==> config.mk <==
export PLATFORM = sky130hd
export DESIGN_NAME = md5Finalize
export DESIGN_NICKNAME = d
export VERILOG_FILES = /design/src/md5Types_pkg.sv /design/src/md5Finalize.sv
export VERILOG_INCLUDE_DIRS = /design/src /design/src/src
export SDC_FILE = /design/constraint.sdc
export NUM_CORES = 1
export LEC_CHECK = 0
export ABC_AREA = 0
export BUFFER_PORTS_ARGS = -buffer_cell sky130_fd_sc_hd__buf_2
export CAP_MARGIN = 20
export CELL_PAD_IN_SITES_DETAIL_PLACEMENT = 0
export CELL_PAD_IN_SITES_GLOBAL_PLACEMENT = 1
export CORE_AREA = 2 2 351 353
export DETAILED_ROUTE_END_ITERATION = 6
export DIE_AREA = 0 0 353 355
export PLACE_DENSITY = 0.33
export SLEW_MARGIN = 20
export SYNTH_ARGS = -nofsm -noshare
export SYNTH_HDL_FRONTEND = slang
export SYNTH_SLANG_ARGS = --single-unit
==> constraint.sdc <==
create_clock -name clk -period 0.8 [get_ports clk]
set_input_delay 0.08 -clock clk [delete_from_list [all_inputs] [get_ports clk]]
set_output_delay 0.08 -clock clk [all_outputs]
set_load 0.02 [all_outputs]
==> src/md5_settings.svh <==
`ifndef MD5_SETTINGS_SVH
`define MD5_SETTINGS_SVH

// ~~~~~~~~~~~~~~~~~~~~~~~~~~~~~~
// MD5 geometry
// ~~~~~~~~~~~~~~~~~~~~~~~~~~~~~~

// Bits per MD5 word
`define MD5_WORD_WIDTH 32

// Words per 512-bit message block, also steps per round
`define MD5_BLOCK_WORDS 16

`define MD5_STEP_COUNT 64

`endif
==> src/md5Types_pkg.sv <==
`default_nettype none

`include "md5_settings.svh"

package md5Types_pkg;

  // ~~~~~~~~~~~~~~~~~~~~~~~~~~~~~~
  // Words and state
  // ~~~~~~~~~~~~~~~~~~~~~~~~~~~~~~

  typedef logic [`MD5_WORD_WIDTH-1:0] md5Word_t;

  typedef struct packed {
    md5Word_t a;
    md5Word_t b;
    md5Word_t c;
    md5Word_t d;
  } md5State_t;

  // Same 512 bits, seen as a bus vector or as message words
  // Word 0 sits in the low bits
  typedef union packed {
    logic [`MD5_BLOCK_WORDS*`MD5_WORD_WIDTH-1:0] flat;
    md5Word_t [`MD5_BLOCK_WORDS-1:0]             words;
  } md5Block_u;

  // ~~~~~~~~~~~~~~~~~~~~~~~~~~~~~~
  // Pipeline bundle
  // ~~~~~~~~~~~~~~~~~~~~~~~~~~~~~~

  typedef struct packed {
    logic      valid;
    md5State_t state;
    // Chaining value, added back at the end
    md5State_t chain;
    md5Block_u block;
  } md5Stage_t;

endpackage

`default_nettype wire

==> src/md5Finalize.sv <==
`timescale 1ns/1ps
`default_nettype none

module md5Finalize (
  input  wire                     clk,
  input  wire                     rstN,
  input  md5Types_pkg::md5Stage_t stageIn,
  output logic                    outValid,
  output md5Types_pkg::md5State_t digest
);

  always_ff @(posedge clk or negedge rstN)
  begin
    if (!rstN)
      outValid <= 1'b0;
    else
      outValid <= stageIn.valid;
  end

  // Feed-forward of the chaining value, mod 2^32 per word
  always_ff @(posedge clk)
  begin
    digest.a <= stageIn.chain.a + stageIn.state.a;
    digest.b <= stageIn.chain.b + stageIn.state.b;
    digest.c <= stageIn.chain.c + stageIn.state.c;
    digest.d <= stageIn.chain.d + stageIn.state.d;
  end

  // An X here means some stage upstream lost its reset
  outValidKnown: assert property (
    @(posedge clk) disable iff (!rstN)
    !$isunknown(outValid)
  );

endmodule

`default_nettype wire

# Word level (Yosys, flattened, before mapping)
# Cells that the tools add are included.
dict set report word_totals {
  inputBits 771
  ff_bits 129
  elab_cells 9
  output_inout_bits 129
}
dict set report op_classes {
  n_addsub 4
}
# op n
set op_table {}
lappend op_table {{adder 32 bit} 4}

# Longest topological paths before layout
# Gate-level depths: netlist of run 1.
dict set report depth {
  depth_word 1
  mapped_depth 11
  mapped_depth_nobuf 11
}

# Worst setup path before layout of run 1
# Ideal clock, no wire load.
dict set report synth_path {
  path_type {in2reg}
  startpoint {input port stageIn[608] in the netlist's numbering}
  endpoint {register digest[126] in the netlist's numbering}
  arrival_ns 2.290
  path_slack_ns -1.562
  cell_stages 11
  setup_time_ns 0.072
  required_time_ns 0.728
  path_buffers 0
  path_cell_list {ha_1 > fa_1 > a211oi_2 > o21ai_1 > a31oi_2 > o21bai_2 > a221o_1 > a21oi_2 > o21ai_2 > a31oi_1 > xnor2_1}
}
dict set report synth_via {
  elab_chain_len 1
}
# element line
set synth_lines {}
lappend synth_lines {{from (decl)} md5Finalize.sv:7} ;# input md5Types_pkg::md5Stage_t stageIn,
lappend synth_lines {{adder 32 bit} md5Finalize.sv:23} ;# digest.a <= stageIn.chain.a + stageIn.state.a;
lappend synth_lines {{to (decl)} md5Finalize.sv:9} ;# output md5Types_pkg::md5State_t digest
# No other way between the ends.

# Worst setup path after layout of run 1
dict set report layout_path {
  startpoint {input port stageIn[736] in the netlist's numbering}
  endpoint {register digest[126] in the netlist's numbering}
}
# The elaborated chain is that of the path after synthesis.

==> key figures, run 1 <==
Synth
  • Top FF cell, synth: dfxtp_1
  • Share of async-settable or async-resettable flops after synthesis: 0.7752%
  • Sequential fraction of the synthesis area: 29.67%
  • Mean area per synthesized cell: 9.048 sq um
  • Number of different library cells in the post-synthesis netlist: 73
  • Most frequent cell after synthesis: dfxtp_1
  • Cell area after synthesis: 8722 sq um
  • Ys Warns: 0
  • Cells taking the most area after synthesis: dfxtp_1, ha_1, xnor2_1
  • Most frequent cells after synthesis: dfxtp_1, ha_1, a21oi_1, xnor2_1, nand2_1
  • EDFF count, synth: 0
  • Post-synthesis cell type with the largest combined area: dfxtp_1
  • Register bit total from synthesis: 129
  • Cell count after synthesis: 964
  • Share of the synthesized area in the top cell type: 29.38%
  • Synthesized Nets: 1,863

Global route
  • Pin count of the biggest net entering global routing: 17
  • Via count of the first global-routing pass: 11,380
  • Global router's overall resource usage: 9.200%
  • First-pass GRT wire length: 80,310 um
  • Leftover overflow at the end of global routing: 0
  • Number of antenna violations at the first check in global routing: 49

STA
  • Post-layout minimum cycle time: 1.948 ns
  • Worst max-slew margin expressed relative to the limit: 64.78%
  • Worst Hold Margin: -0.1247 ns
  • Part of the cycle the worst path needs: 243.5%
  • Actual slew at the worst max-slew pin: 0.5150 ns
  • RSZ-0062 raised after global routing: true
  • Worst-case setup margin in the final layout: -1.148 ns
  • Achievable Freq: 513.3 MHz
  • Hold Fails Final Rpt: 9
  • Max-slew violation count: 0
  • Setup violation total in the final timing report: 240

Detailed routing
  • Number of vias per cell: 3.058
  • Drt drc: 0
  • Number of antenna-violating nets in the routed design: 0
  • Total routed wirelength: 57,780 um
  • Routed length per instance: 16.73 um
  • Initial detailed-routing violation count: 361
  • Number of vias in the routed layout: 10,560
  • First-pass detailed-route iteration total: 4

Place
  • Count of input and output buffers: 387
  • Worst setup slack before clock tree synthesis: -1.924 ns
  • Post-detail-place hpwl: 50,490 um
  • Instance area after placement: 15,890 sq um
  • Routability congestion estimate from global placement: 0.7811

Final layout
  • Net count reported at finish: 2,695
  • Filler cells: 13,820
  • Layout cell share with drive strength beyond 1: 67.94%
  • Final core utilization: 16.71%
  • Final Cell Area: 20,290 sq um
  • Layout overhead on the synthesized area: 132.6%

Job
  • Maximum Capacitance Violations: 0

Min path
  • Startpoint of the worst hold path: stageIn[577]
  • End point of the worst hold path: digest[65]
  • Cell count of the worst hold path: 2
  • Path type of the worst min-delay path: in2reg

Worst setup path
  • Worst path top cell family by delay: compound AO/OA/AOI/OAI gates
  • Critical Path Fanout Max: 3
  • Data arrival time at the worst-slack endpoint: 2.40 ns
  • Slowest stage cell, crit path: fa_2
  • Worst Path Required: 1.25 ns
  • Crit-path max cell delay: 0.36 ns
  • Critical path cell sequence: buf_8, ha_4, fa_2, a211oi_2, o21ai_1, a31oi_2, o21bai_4, a221o_1, a21oi_2, o21ai_2, a31oi_1, xnor2_1
  • CP Buf/Inv Count: 1
  • Kind of capture point of the worst setup path: flip-flop
  • Worst setup path class: in2reg
  • Type of origin of the critical path: primary input

Power and ir drop
  • Leakage: 8.817 nW
  • Areal power density over the cells: 1751 nW/um^2
  • Peak supply drop: 0.002012 V
  • Final total power: 0.03552 W

Clocking
  • Inserted Clock Buffers: 17
  • Clock tree from TritonCTS: built
  • Clock transition at the register clock pins on the worst setup and hold paths after CTS: 0.08 ns
  • Number of levels the H-tree was split into: 4
  • Root cell of the clock tree: clkbuf_16
  • Number of clock sinks: 129
  • Largest buffer count on any clock path: 2

Floorplan
  • Initial cell density of the core: 7.185%
  • Number of ports placed on the die boundary: 900
  • Placeable core area: 121,400 sq um
  • Full die area: 125,300 sq um
  • Die Y: 355 um
  • Floorplan die width: 353 um
  • Cell Rows: 128

Run status
  • Violations in the final reports: hold timing, setup timing
  • Status: finished with violations
[cell type report]
class / instances / area [sq um] / share of cell area, %
inverters: 16 / 60.06 / 0.2960
well taps: 1625 / 2033 / 10.02
clock inverters: 14 / 177.7 / 0.8757
clock buffers: 18 / 429.2 / 2.115
flip-flops and latches: 129 / 2761 / 13.61
diodes: 19 / 47.55 / 0.2343
multi-input cells: 807 / 8118 / 40.01
repair buffers: 825 / 6663 / 32.84
[worst max-delay path by stage]
stage,from,to,cells after the start
2_1_floorplan,stageIn[608],digest[126],11
3_3_place_gp,stageIn[736],digest[126],12
3_5_place_dp,stageIn[736],digest[126],12
4_1_cts,stageIn[736],digest[126],12
5_1_grt,stageIn[736],digest[126],12
6_report,stageIn[736],digest[126],12
[metrics by stage]
step	setup TNS, ns	hold WS, ns	instances
CTS	-108.92	-0.2034	3410
detailed placement	-143.83	-0.1419	3318
floorplan	-87.59	-0.2156	964
global placement	-144.20	-0.1415	3318
finish	-103.35	-0.1247	3453
global route	-117.71	-0.1702	3439
[flip-flops by register name (all words and copies together), names as in the netlist]
name,cells
outValid,1
digest,128
[where the power goes]
part | leakage [nW] | total [W] | switching, W | internal (W)
sequential | 1.09 | 0.00910 | 0.000892 | 0.00821
combinational | 7.43 | 0.0174 | 0.00818 | 0.00922
clock | 0.296 | 0.00902 | 0.00408 | 0.00493
[cell families after synthesis]
kind of cell               synth area share [%]
adders and majority gates                 18.71
and+or+nand+nor                           12.49
buffers and inverters                     1.449
DFF                                       29.67
AOI/OAI and AO/OA                         25.84
xor gates and xnor gates                  11.85
[metal layers]
layer  global-route usage [%]  vias to the layer above  share of wire (%)  wire [um]
li1                         -                     5264                  -          -
met5                        0                        -               0.20        115
met1                    11.76                     4892                 44      25410
met3                    3.923                       65                 11       6244
met2                    13.58                      322                 43      24880
met4                    3.549                       18                2.0       1128
[cell usage in the layout (no fill, tap or decap), types with 22 or more instances in the layout]
master | synthesis | routed
buf_2 | 2 | 221
xnor2_1 | 74 | 41
xor2_1 | 44 | 32
a21oi_1 | 114 | 65
xnor2_2 | 0 | 25
ha_1 | 124 | 75
buf_4 | 1 | 346
o21ai_0 | 48 | 22
ha_4 | 0 | 47
dfxtp_2 | 0 | 121
nor2_1 | 44 | 29
dlygate4sd3_1 | 0 | 34
buf_6 | 1 | 203
a21o_1 | 59 | 59
nand2_1 | 63 | 52
a21oi_2 | 4 | 42
[timing repair]
action,CTS,global route
hold endpoints to repair,90,24
gates resized for setup,643,128
hold buffers,34,1
setup endpoints to repair,236,240
pin swaps,134,147
buffers inserted,41,44
Note: power is estimated with default switching activity, not from simulation.
==> run 2, diff against run 1 <==
--- a/config.mk
+++ b/config.mk
@@ -14,7 +14,8 @@
 export CORE_AREA = 2 2 351 353
 export DETAILED_ROUTE_END_ITERATION = 6
 export DIE_AREA = 0 0 353 355
-export PLACE_DENSITY = 0.33
+export PLACE_DENSITY_LB_ADDON = 0.1
+export SETUP_SLACK_MARGIN = 0.1
 export SLEW_MARGIN = 20
 export SYNTH_ARGS = -nofsm -noshare
 export SYNTH_HDL_FRONTEND = slang
==> run 2 against run 1 <==
Against the previous run:
- clock power is 3.2% higher
- cell count is 0.23% lower
- the run still ends with hold timing, setup timing left
- critical endpoint unchanged
- global-route usage is 0.63 points higher
- sequential power is 0.7% higher
==> key figures, run 2 (same netlist as run 1, synthesis figures left out) <==
Run status
  • Status: finished with violations
  • Violations in the final reports: hold timing, setup timing

Power and ir drop
  • Peak supply drop: 0.001974 V (-1.9%)
  • Areal power density over the cells: 1770 nW/um^2 (+1.1%)
  • Leakage: 8.789 nW (-0.31%)

STA
  • Worst-case setup margin in the final layout: -1.140 ns (+0.008080 ns)
  • Worst max-slew margin expressed relative to the limit: 58.47% (-6.3 points)
  • Setup violation total in the final timing report: 242 (+0.83%)
  • Hold Fails Final Rpt: 18 (+9)
  • Part of the cycle the worst path needs: 242.5% (-1.0 points)
  • Post-layout minimum cycle time: 1.940 ns (-0.008080 ns)
  • Worst Hold Margin: -0.1676 ns (-0.04290 ns)
  • Total Neg Setup Slack: -106.24 ns (-2.892 ns)
  • Achievable Freq: 515.4 MHz (+0.42%)
  • Max-slew violation count: 0 (unchanged)
  • RSZ-0062 raised after global routing: true
  • Actual slew at the worst max-slew pin: 0.6072 ns (+0.09227 ns)

Floorplan
  • Placeable core area: 121,400 sq um (unchanged)
  • Floorplan die width: 353 um (unchanged)
  • Number of ports placed on the die boundary: 900 (unchanged)
  • Cell Rows: 128 (unchanged)
  • Full die area: 125,300 sq um (unchanged)
  • Initial cell density of the core: 7.185% (unchanged)
  • Die Y: 355 um (unchanged)

Detailed routing
  • First-pass detailed-route iteration total: 4 (unchanged)
  • Routed length per instance: 17.95 um (+7.2%)
  • Drt drc: 0 (unchanged)
  • Number of vias per cell: 3.073 (+0.47%)
  • Number of vias in the routed layout: 10,590 (+0.24%)
  • Total routed wirelength: 61,820 um (+7.0%)
  • Number of antenna-violating nets in the routed design: 0 (unchanged)
  • Initial detailed-routing violation count: 289 (-20%)

Worst setup path
  • Worst path top cell family by delay: compound AO/OA/AOI/OAI gates
  • CP Buf/Inv Count: 2 (+1)
  • Worst Path Required: 1.27 ns (+0.02 ns)
  • Data arrival time at the worst-slack endpoint: 2.41 ns (about the same)
  • Slowest stage cell, crit path: fa_2
  • Critical path cell sequence: buf_6, ha_4, fa_2, a211oi_4, o21ai_2, a31oi_2, buf_4, o21bai_4, a221o_1, a21oi_2, o21ai_2, a31oi_2, xnor2_1
  • Worst setup path class: in2reg
  • Crit-path max cell delay: 0.37 ns (about the same)
  • Kind of capture point of the worst setup path: flip-flop
  • Critical Path Fanout Max: 3 (unchanged)
  • Type of origin of the critical path: primary input

Place
  • Post-detail-place hpwl: 54,460 um (+7.9%)
  • Instance area after placement: 15,930 sq um (+0.28%)
  • Count of input and output buffers: 387 (unchanged)
  • Placed cells: 3,320 (+0.060%)
  • Routability congestion estimate from global placement: 0.7264 (-7.0%)

Global route
  • Via count of the first global-routing pass: 11,490 (+0.99%)
  • Global router's overall resource usage: 9.827% (+0.63 points)
  • Pin count of the biggest net entering global routing: 17 (unchanged)
  • Number of antenna violations at the first check in global routing: 64 (+31%)
  • Leftover overflow at the end of global routing: 0 (unchanged)
  • First-pass GRT wire length: 85,240 um (+6.1%)

Final layout
  • Number of standard cells in the layout, taps in and fillers out: 3,445 (-0.23%)
  • Biggest regs: digest x128, outValid x1
  • Net count reported at finish: 2,687 (-0.30%)
  • Final core utilization: 16.68% (-0.035 points)
  • Layout cell share with drive strength beyond 1: 69.35% (+1.4 points)
  • Most flop-heavy register: digest
  • Flip-flop count of the largest register after layout: 128 (unchanged)
  • Commonest cells after routing, fill and taps aside: buf_4, buf_6, buf_2
  • Most common library cell in the layout ignoring fill and taps: buf_4
  • Final Cell Area: 20,250 sq um (-0.21%)
  • Layout overhead on the synthesized area: 132.1%

Clocking
  • Clock tree from TritonCTS: built
  • Number of levels the H-tree was split into: 4 (unchanged)
  • Clock transition at the register clock pins on the worst setup and hold paths after CTS: 0.08 ns (about the same)
  • Largest buffer count on any clock path: 2 (unchanged)
  • Cts hold-fix bufs: 16 (-53%)
  • Root cell of the clock tree: clkbuf_16
  • Number of clock sinks: 129 (unchanged)
  • Inserted Clock Buffers: 17 (unchanged)

Min path
  • Startpoint of the worst hold path: stageIn[577]
  • End point of the worst hold path: digest[65]
  • Cell count of the worst hold path: 2 (unchanged)
  • Path type of the worst min-delay path: in2reg

Job
  • Maximum Capacitance Violations: 0 (unchanged)
-- run 2: cell types whose count changed in the layout (fill, tap and decap cells not counted), moves of 5 or more --
cell / before / now
buf_8: 16 / 10
a21oi_1: 65 / 60
buf_6: 203 / 223
dlygate4sd3_1: 34 / 16
dfxtp_2: 121 / 116
dfxtp_4: 6 / 11
-- run 2: report_power, final --
group          switching (W)  total [W]  internal, W
logic                0.00817     0.0174      0.00920
clock network        0.00402    0.00931      0.00529
registers           0.000938    0.00916      0.00822
total                 0.0131     0.0358       0.0227
-- run 2: repair_timing --
item	in CTS	in global routing
hold endpoints to repair	74	34
setup endpoints to repair	244	243
pin swaps	149	130
setup buffers	43	42
gates resized for setup	656	126
-- run 2: area by class of cell --
| type | instances | area [sq um] |
|---|---|---|
| Multi-Input combinational cell | 807 | 8119 |
| Clock inverter | 13 | 185.2 |
| Inverter | 16 | 60.06 |
| Antenna cell | 19 | 47.55 |
| Fill cell | 13860 | 101200 |
| Clock buffer | 19 | 442.9 |
| Timing Repair Buffer | 817 | 6585 |
| Tap cell | 1625 | 2033 |
| Sequential cell | 129 | 2774 |
-- run 2: stage by stage --
step           worst slack (ns)  total power (W)
2_1_floorplan            -1.470          0.01497
3_3_place_gp             -1.933          0.02239
3_5_place_dp             -2.006          0.02224
4_1_cts                  -1.184          0.03642
5_1_grt                  -1.250          0.03830
6_report                 -1.140          0.03584
-- run 2: worst max path at each step --
stage | start | endpoint | cells past startpoint | slack, ns
floorplan | stageIn[608] | digest[126] | 11 | -1.47
global placement | stageIn[608] | digest[126] | 12 | -1.93
detailed placement | stageIn[608] | digest[126] | 12 | -2.01
CTS | stageIn[736] | digest[126] | 13 | -1.18
global route | stageIn[736] | digest[126] | 13 | -1.25
finish | stageIn[608] | digest[126] | 13 | -1.14
-- run 2: layer usage --
layer | track usage [%] | share of wire, % | vias up
met2 | 14.94 | 43 | 340
met3 | 4.462 | 8.8 | 80
li1 | - | - | 5226
met4 | 3.013 | 2.2 | 28
met1 | 12.34 | 45 | 4912
met5 | 0 | 0.25 | -
