## config.mk

```make
export PLATFORM = sky130hd
export DESIGN_NAME = md5Step
export DESIGN_NICKNAME = d
export VERILOG_FILES = /design/src/md5Types_pkg.sv /design/src/md5Rounds_pkg.sv /design/src/md5Step.sv /design/src/md5RoundLogic.sv
export VERILOG_INCLUDE_DIRS = /design/src /design/src/src
export SDC_FILE = /design/constraint.sdc
export NUM_CORES = 1
export LEC_CHECK = 0
export BUFFER_PORTS_ARGS = -buffer_cell sky130_fd_sc_hd__buf_4
export CORE_AREA = 8 8 592 594
export CTS_BUF_LIST = sky130_fd_sc_hd__clkbuf_8 sky130_fd_sc_hd__clkbuf_16
export DETAILED_ROUTE_END_ITERATION = 16
export DIE_AREA = 0 0 600 602
export SKIP_LAST_GASP = 1
export SLEW_MARGIN = 5
export SYNTH_ARGS = -nofsm -noshare
export SYNTH_HDL_FRONTEND = slang
export SYNTH_SLANG_ARGS = --single-unit
export TNS_END_PERCENT = 20
```

## constraint.sdc

```tcl
create_clock -name clk -period 1.05 [get_ports clk]
set_input_delay 0.2625 -clock clk [delete_from_list [all_inputs] [get_ports clk]]
set_output_delay 0.2625 -clock clk [all_outputs]
set_load 0.01 [all_outputs]
```

## src/md5_settings.svh

```systemverilog
`ifndef MD5_SETTINGS_SVH
`define MD5_SETTINGS_SVH

// ~~~~~~~~~~~~~~~~~~~~~~~~~~~~~~
// MD5 geometry
// ~~~~~~~~~~~~~~~~~~~~~~~~~~~~~~

// Bits per MD5 word
`define MD5_WORD_WIDTH 32

// Words per 512-bit message block, also steps per round
`define MD5_BLOCK_WORDS 16

`define MD5_STEP_COUNT 64

`endif
```

## src/md5Types_pkg.sv

```systemverilog
`default_nettype none

`include "md5_settings.svh"

package md5Types_pkg;

  // ~~~~~~~~~~~~~~~~~~~~~~~~~~~~~~
  // Words and state
  // ~~~~~~~~~~~~~~~~~~~~~~~~~~~~~~

  typedef logic [`MD5_WORD_WIDTH-1:0] md5Word_t;

  typedef struct packed {
    md5Word_t a;
    md5Word_t b;
    md5Word_t c;
    md5Word_t d;
  } md5State_t;

  // Same 512 bits, seen as a bus vector or as message words
  // Word 0 sits in the low bits
  typedef union packed {
    logic [`MD5_BLOCK_WORDS*`MD5_WORD_WIDTH-1:0] flat;
    md5Word_t [`MD5_BLOCK_WORDS-1:0]             words;
  } md5Block_u;

  // ~~~~~~~~~~~~~~~~~~~~~~~~~~~~~~
  // Pipeline bundle
  // ~~~~~~~~~~~~~~~~~~~~~~~~~~~~~~

  typedef struct packed {
    logic      valid;
    md5State_t state;
    // Chaining value, added back at the end
    md5State_t chain;
    md5Block_u block;
  } md5Stage_t;

endpackage

`default_nettype wire

```

## src/md5Rounds_pkg.sv

```systemverilog
`default_nettype none

`include "md5_settings.svh"

package md5Rounds_pkg;

  import md5Types_pkg::*;

  typedef enum logic [1:0] {
    roundF,
    roundG,
    roundH,
    roundI
  } md5Round_e;

  // ~~~~~~~~~~~~~~~~~~~~~~~~~~~~~~
  // Constant tables
  // ~~~~~~~~~~~~~~~~~~~~~~~~~~~~~~

  // floor(abs(sin(i + 1)) * 2^32)
  localparam md5Word_t sineTable [0:`MD5_STEP_COUNT-1] = '{
    32'hd76aa478, 32'he8c7b756, 32'h242070db, 32'hc1bdceee,
    32'hf57c0faf, 32'h4787c62a, 32'ha8304613, 32'hfd469501,
    32'h698098d8, 32'h8b44f7af, 32'hffff5bb1, 32'h895cd7be,
    32'h6b901122, 32'hfd987193, 32'ha679438e, 32'h49b40821,
    32'hf61e2562, 32'hc040b340, 32'h265e5a51, 32'he9b6c7aa,
    32'hd62f105d, 32'h02441453, 32'hd8a1e681, 32'he7d3fbc8,
    32'h21e1cde6, 32'hc33707d6, 32'hf4d50d87, 32'h455a14ed,
    32'ha9e3e905, 32'hfcefa3f8, 32'h676f02d9, 32'h8d2a4c8a,
    32'hfffa3942, 32'h8771f681, 32'h6d9d6122, 32'hfde5380c,
    32'ha4beea44, 32'h4bdecfa9, 32'hf6bb4b60, 32'hbebfbc70,
    32'h289b7ec6, 32'heaa127fa, 32'hd4ef3085, 32'h04881d05,
    32'hd9d4d039, 32'he6db99e5, 32'h1fa27cf8, 32'hc4ac5665,
    32'hf4292244, 32'h432aff97, 32'hab9423a7, 32'hfc93a039,
    32'h655b59c3, 32'h8f0ccc92, 32'hffeff47d, 32'h85845dd1,
    32'h6fa87e4f, 32'hfe2ce6e0, 32'ha3014314, 32'h4e0811a1,
    32'hf7537e82, 32'hbd3af235, 32'h2ad7d2bb, 32'heb86d391
  };

  // Rotate amounts repeat every four steps within a round
  localparam logic [4:0] shiftTable [0:3][0:3] = '{
    '{5'd7, 5'd12, 5'd17, 5'd22},
    '{5'd5, 5'd9,  5'd14, 5'd20},
    '{5'd4, 5'd11, 5'd16, 5'd23},
    '{5'd6, 5'd10, 5'd15, 5'd21}
  };

  // ~~~~~~~~~~~~~~~~~~~~~~~~~~~~~~
  // Per-step decode
  // ~~~~~~~~~~~~~~~~~~~~~~~~~~~~~~

  function automatic md5Round_e md5RoundOf(int step);
    return md5Round_e'(2'(step / `MD5_BLOCK_WORDS));
  endfunction

  function automatic int md5MessageIndex(int step);
    int idx;
    case (md5RoundOf(step))
      roundF:  idx = step;
      roundG:  idx = 5 * step + 1;
      roundH:  idx = 3 * step + 5;
      default: idx = 7 * step;
    endcase
    return idx % `MD5_BLOCK_WORDS;
  endfunction

  function automatic md5Word_t md5StepConstant(int step);
    return sineTable[step];
  endfunction

  function automatic logic [4:0] md5ShiftAmount(int step);
    int roundIdx;
    roundIdx = step / `MD5_BLOCK_WORDS;
    return shiftTable[roundIdx][step % 4];
  endfunction

endpackage

`default_nettype wire

```

## src/md5Step.sv

```systemverilog
`timescale 1ns/1ps
`default_nettype none

module md5Step #(
  parameter int stepIndex = 0
) (
  input  wire                     clk,
  input  wire                     rstN,
  input  md5Types_pkg::md5Stage_t stageIn,
  output md5Types_pkg::md5Stage_t stageOut
);

  import md5Types_pkg::*;

  md5Word_t  newB;

  logic      validQ;
  md5State_t stateQ;
  md5State_t chainQ;
  md5Block_u blockQ;

  md5RoundLogic #(
    .stepIndex(stepIndex)
  ) roundLogic (
    .state(stageIn.state),
    .block(stageIn.block),
    .newB (newB)
  );

  // ~~~~~~~~~~~~~~~~~~~~~~~~~~~~~~
  // Stage registers
  // ~~~~~~~~~~~~~~~~~~~~~~~~~~~~~~

  always_ff @(posedge clk or negedge rstN)
  begin
    if (!rstN)
      validQ <= 1'b0;
    else
      validQ <= stageIn.valid;
  end

  // Working words shift one place, b takes the new value
  always_ff @(posedge clk)
  begin
    stateQ.a <= stageIn.state.d;
    stateQ.b <= newB;
    stateQ.c <= stageIn.state.b;
    stateQ.d <= stageIn.state.c;
    chainQ   <= stageIn.chain;
    blockQ   <= stageIn.block;
  end

  assign stageOut = '{valid: validQ, state: stateQ, chain: chainQ, block: blockQ};

  // A valid bundle never leaves with unknown working words
  validStateKnown: assert property (
    @(posedge clk) disable iff (!rstN)
    stageOut.valid |-> !$isunknown(stageOut.state)
  );

endmodule

`default_nettype wire

```

## src/md5RoundLogic.sv

```systemverilog
`timescale 1ns/1ps
`default_nettype none

`include "md5_settings.svh"

module md5RoundLogic #(
  parameter int stepIndex = 0
) (
  input  md5Types_pkg::md5State_t state,
  input  md5Types_pkg::md5Block_u block,
  output md5Types_pkg::md5Word_t  newB
);

  import md5Types_pkg::*;
  import md5Rounds_pkg::*;

  // Fixed per stage, resolved at elaboration
  localparam md5Round_e roundSel  = md5RoundOf(stepIndex);
  localparam int        msgIndex  = md5MessageIndex(stepIndex);
  localparam md5Word_t  stepConst = md5StepConstant(stepIndex);
  localparam int        rotAmount = int'(md5ShiftAmount(stepIndex));

  md5Word_t funcOut;
  md5Word_t sum;
  md5Word_t rotated;

  always_comb
  begin
    case (roundSel)
      roundF:  funcOut = (state.b & state.c) | (~state.b & state.d);
      roundG:  funcOut = (state.b & state.d) | (state.c & ~state.d);
      roundH:  funcOut = state.b ^ state.c ^ state.d;
      default: funcOut = state.c ^ (state.b | ~state.d);
    endcase
  end

  assign sum = state.a + funcOut + stepConst + block.words[msgIndex];

  // Rotate left
  assign rotated = (sum << rotAmount) | (sum >> (`MD5_WORD_WIDTH - rotAmount));

  assign newB = state.b + rotated;

endmodule

`default_nettype wire

```

# After elaboration in Yosys (flattened, before gate mapping)
# Index checks and enable logic that the tools add are counted.
[word_totals]
regBits = 769
in_bits = 771
wordCells = 19
[classes]
addsub = 4
bitwise = 5
[ops]
columns = ["op", "count"]
rows = [
  ["32-bit adder", 3],
  ["32-bit AND", 2],
  ["32-bit adder, second input constant", 1],
  ["32-bit inverter", 1],
  ["32-bit OR", 1],
  ["32-bit by 7-bit OR with 32-bit output", 1],
]

# Longest topological paths before layout
[depth]
depth_word = 8
mapped_depth = 26
mapped_depth_nobuf = 26

# Cells and area by module
# A second synthesis with hierarchy kept.
[hier_totals]
cells_unflattened = 1485
hier_area_um2 = 20668.6
[modules_own_cells]
columns = ["mod", "instances", "cells_per_inst", "area_each_um2", "seq_area_each_um2"]
rows = [
  ["md5Step", 1, 770, 15407.3, 15399.8],
  ["md5RoundLogic", 1, 715, 5261.3, 0.0],
]

# Worst setup path after synthesis
# Ideal clock, no wire load.
[synth_timing]
kind = "input-to-reg"
start = "input port stageIn[705] (netlist name)"
end = "register stateQ (netlist bit stageOut[729])"
setup_time_ps = 121
t_arrival_ps = 5333
required_ps = 929
path_slack_ps = -4404
cell_stages = 24
n_path_buf = 0
path_cell_list = "mux2_2 fa_1 ha_1 ha_1 inv_1 fa_1 nor2b_1 o21ai_1 a21oi_1 a2111oi_2 nor2_1 a2111oi_2 o21bai_1 a311oi_1 xnor2_1 ha_1 o21ai_0 a211oi_1 a21oi_1 a31oi_1 nor2_1 nor4_1 o41a_1 xor2_1"
[synth_between]
elab_chain_cells = 8
word_cells_on_any_way = 9
[synth_rtl]
columns = ["element", "line_no", "rtl"]
rows = [
  ["start: declaration", "md5Step.sv:9", "input md5Types_pkg::md5Stage_t stageIn,"],
  ["32-bit inverter", "md5RoundLogic.sv:30", "roundF: funcOut = (state.b & state.c) | (~state.b & state.d);"],
  ["32-bit AND", "md5RoundLogic.sv:30", ""],
  ["32-bit OR", "md5RoundLogic.sv:30", ""],
  ["32-bit adder (3 in a row)", "md5RoundLogic.sv:37", "assign sum = state.a + funcOut + stepConst + block.words[msgIndex];"],
  ["32-bit by 7-bit OR with 32-bit output", "md5RoundLogic.sv:40", "assign rotated = (sum << rotAmount) | (sum >> (`MD5_WORD_WIDTH - rotAmount));"],
  ["32-bit adder *", "md5RoundLogic.sv:42", "assign newB = state.b + rotated;"],
  ["net newB[25]", "md5Step.sv:15", "md5Word_t newB;"],
  ["end: declaration", "md5Step.sv:18", "md5State_t stateQ;"],
]
# Mark *: on every way through the listed nets, which the timed path passes. The rest lies on a longest branch.

# Worst setup path in the final report
[layout_timing]
start = "input port stageIn[713] (netlist name)"
end = "register stateQ (netlist bit stageOut[732])"
# Same word-level chain as after synthesis.

==> impl.org <==
** Worst setup path
- In this run the worst path has a maximum fanout of 3.
- Startpoint Class :: input pin
- The most critical setup path has its startpoint at stageIn[713].
- STA puts the critical path data arrival time at 5.81 ns.
- Buffering stage count on the worst path with inverters included :: 3
- Cell type group with the largest total delay on the critical path :: compound AO/OA/AOI/OAI gates
- The setup path with the least slack is of type input pin to flip-flop.
- Critical-path top delay cell :: sky130_fd_sc_hd__fa_1
- For the worst setup path, the data required time is 1.79 ns.
- Largest incremental delay on the critical path :: 0.49 ns
- Worst setup EP type :: flip-flop

** Logic synthesis
- Top post-synthesis cells by area :: sky130_fd_sc_hd__dfxtp_1, sky130_fd_sc_hd__ha_1, sky130_fd_sc_hd__fa_1
- Seq/Total Area, Yosys :: 0.761
- Ranked by instance count, the synthesized netlist is headed by sky130_fd_sc_hd__dfxtp_1, sky130_fd_sc_hd__inv_1, sky130_fd_sc_hd__ha_1, sky130_fd_sc_hd__a21oi_1, sky130_fd_sc_hd__xnor2_1.
- Avg Synthesized Cell Area :: 14.5 µm²
- Most repeated cell in the gate-level netlist after synthesis :: sky130_fd_sc_hd__dfxtp_1
- During synthesis, Yosys emitted a total of 0 warnings.
- Library cell occupying the most area in the post-synthesis netlist :: sky130_fd_sc_hd__dfxtp_1
- Seq cells post-synth :: 769
- EDFF count, synth :: 0
- Among all flip-flop cells after synthesis, the most frequent one is sky130_fd_sc_hd__dfxtp_1.
- Gate Count Post-Synth :: 1,393
- The synthesized netlist occupies a cell area of 20,200 µm².
- Of the post-synthesis cell area, the dominant cell type holds 0.760.
- Async S/R FF share, synth :: 0.00130
- Count of distinct cell types in the synthesized netlist :: 52
- Synthesized netlist net count :: 2,287

** GRT
- In the global route stage, overall resource usage came out at 0.169.
- Pin count of the biggest net entering global routing :: 18
- Global route overflow :: 0
- The number of global-route vias before repair is 25,100.
- First-pass GRT wire length :: 371 mm
- Number of antenna violations at the first check in global routing :: 289

** Outcome
- The run finished, with violations left.
- Failing checks :: hold timing, setup timing

** Clock tree
- Count of H-tree levels built during CTS :: 3
- CTS Sinks :: 769
- Clock-pin slew was measured on the worst setup and hold paths at 0.06 ns.
- The tree is rooted in a sky130_fd_sc_hd__clkbuf_16.
- TritonCTS clock tree :: built
- Number of CTS-inserted buffers :: 114
- Counting along the longest clock path gives a buffer depth of 4.

** Finish
- Fill cells in the final layout number 38,100.
- Measured on the finished design, the core utilization comes to 0.163.
- Post-layout nets :: 5,096
- Of the cells placed in the final design, the portion with a size suffix greater than 1 is 0.544.
- Area growth from synthesis to layout :: 176%

** Place
- Hpwl dp :: 289 mm
- Count of input and output buffers :: 1,539
- Final GP Congestion :: 0.971

** Route
- After detailed routing, the met2 layer carries 168 mm of wire.
- The routed design uses 37.8 mm of met3 wire.
- Routed metal-1 wire length :: 98.3 mm
- Total number of vias :: 23,800
- Routed wire per std cell :: 35.9 µm
- Starting DRT DRC Count :: 1,321
- In the routed design, unresolved DRC markers number 0.
- Remaining number of nets flagged by the antenna check after routing :: 0
- The highest metal layer carrying signal wires in the routed design is met5.
- The first TritonRoute pass finished after 5 iterations.
- Overall routed net length :: 320 mm
- Routed via count divided by cell count :: 2.67

** Worst hold path
- Worst min path class :: input pin to flip-flop
- Startpoint of the worst hold path :: stageIn[704]

** Pwr
- Internal cell power :: 76.5 mW
- The share of total power dissipated in sequential elements is 0.287.
- Gate power share :: 0.345
- Of the total power, the share spent switching nets is 0.330.
- The analysis attributes to cell leakage a power of 24.4 nW.
- Clock network power share :: 0.369
- Switching power :: 37.7 mW
- P per Cell Area :: 2050 nW/µm²
- Max IR drop VDD :: 1.23 mV

** Floorplan
- The floorplan has 215 rows.
- In this run the count of I/O pins placed on the die edge is 1,540.
- Die Span X :: 600 µm
- From bottom edge to top edge, the die measures 602 µm.
- Overall die area :: 361,000 µm²
- The core region is 341,000 µm².
- The initial utilization of the core area, before any placement, comes to 0.0593.

** Timing
- Setup slack on the critical path of the routed design comes to -4.01 ns.
- Final worst hold slack :: -0.220 ns
- Of the available clock period, the critical path in the final layout requires 4.82.
- Setup violations remaining at the end of the flow were counted as 801.
- Setup TNS :: -506.39 ns
- In this run the tightest slew margin relative to its limit is 0.603.
- Transition time of the tightest slew-check pin :: 0.595 ns
- Timing-limited maximum frequency :: 0.197 GHz
- The max-slew violation total from the final report was 0.
- After layout, the minimum clock period comes to 5.06 ns.
- RSZ-0062 raised after global routing :: yes
- Final Hold Vio Count :: 2

** Flow run
- Max Cap Viol :: 0
stage by stage:
step                hold WS (ns)  worst slack (ns)  power (mW)  std cells  instance area (µm²)
floorplan                -0.0331             -4.00        44.4       1393                20400
global placement          0.0441             -5.20        65.8       7736                39600
detailed placement        0.0450             -5.24        65.6       7736                39600
CTS                       -0.270             -3.98         116       8849                54400
global route              -0.268             -4.15         120       8885                55700
finish                    -0.220             -4.01         114       8916                55700
timing repair:
action                                  in CTS  in global routing
endpoints found under the setup margin     801                801
resized for setup                          519                344
hold endpoints to repair                   747                  3
pin swaps                                   50                 37
setup buffers                               21                  6
hold buffers                               888                  1
cell families (layout without fill, tap and decap cells):
| kind of cell | count (synthesis) | count (layout) | synth area share |
|---|---|---|---|
| multiplexers | 34 | 34 | 0.0176 |
| XOR/XNOR | 59 | 59 | 0.0255 |
| AO/OA/AOI/OAI | 166 | 166 | 0.0557 |
| other | 0 | 65 | 0 |
| AND/OR/NAND/NOR | 105 | 105 | 0.0259 |
| buffers and inverters | 137 | 3038 | 0.0257 |
| adder cells (fa/ha/maj) | 123 | 123 | 0.0883 |
| flip-flops | 769 | 769 | 0.761 |
final cells by class:
cell class / count / area [µm²] / area share
Timing Repair Buffer: 2700 / 24700 / 0.443
Antenna cell: 65 / 163 / 0.00292
Tap cell: 4557 / 5700 / 0.102
Inverter: 130 / 490 / 0.00880
Sequential cell: 769 / 15700 / 0.282
Clock buffer: 133 / 3130 / 0.0561
Multi-Input combinational cell: 487 / 4970 / 0.0891
Clock inverter: 75 / 892 / 0.0160
path summary, 6_finish.rpt:
check	end	cells after the start
max	stageOut[732]	27
min	stageOut[672]	2
min in group asynchronous	validQ	3
max in group asynchronous	validQ	3
power groups by stage:
stage,clock (mW),combinational (mW),sequential (mW)
after floorplan,0,10.5,33.9
after global placement,0,32.8,33.0
after detailed placement,0,32.6,33.0
after CTS,44.3,39.4,32.6
after global routing,45.1,42.1,32.9
final,42.1,39.4,32.7
state kept, by name, indices dropped and copies added, names as in the netlist:
name      cells
blockQ      512
stageOut    256
validQ        1
cell usage in the layout (no fill, tap or decap), drive strengths merged, types with 3 or more instances in the layout:
| master | n |
|---|---|
| dlygate4sd3 | 889 |
| nor2b | 9 |
| ha | 90 |
| nor2 | 22 |
| o211ai | 6 |
| a21o | 26 |
| clkinvlp | 16 |
| or3 | 4 |
| clkbuf | 133 |
| and3 | 7 |
| o21bai | 11 |
| xor2 | 18 |
| o21a | 4 |
| a21oi | 53 |
| xnor2 | 41 |
| inv | 154 |
| clkinv | 18 |
| o21ai | 26 |
| bufinv | 17 |
| a2111oi | 5 |
| mux2i | 22 |
| fa | 33 |
| nand4 | 4 |
| nand3 | 13 |
| buf | 1811 |
| and2 | 3 |
| nand2b | 8 |
| a221o | 3 |
| a211oi | 6 |
| mux2 | 12 |
| a31o | 3 |
| o31ai | 4 |
| dfxtp | 768 |
| nor4 | 3 |
| diode | 65 |
| nand2 | 24 |
| nor3 | 7 |
routing by layer:
metal / track usage / up-vias
met4: 0.0507 / 46
met2: 0.325 / 1554
met3: 0.0982 / 726
met5: 0 / -
li1: - / 10300
met1: 0.146 / 11200
No activity file was read; power rests on OpenSTA's default activity.
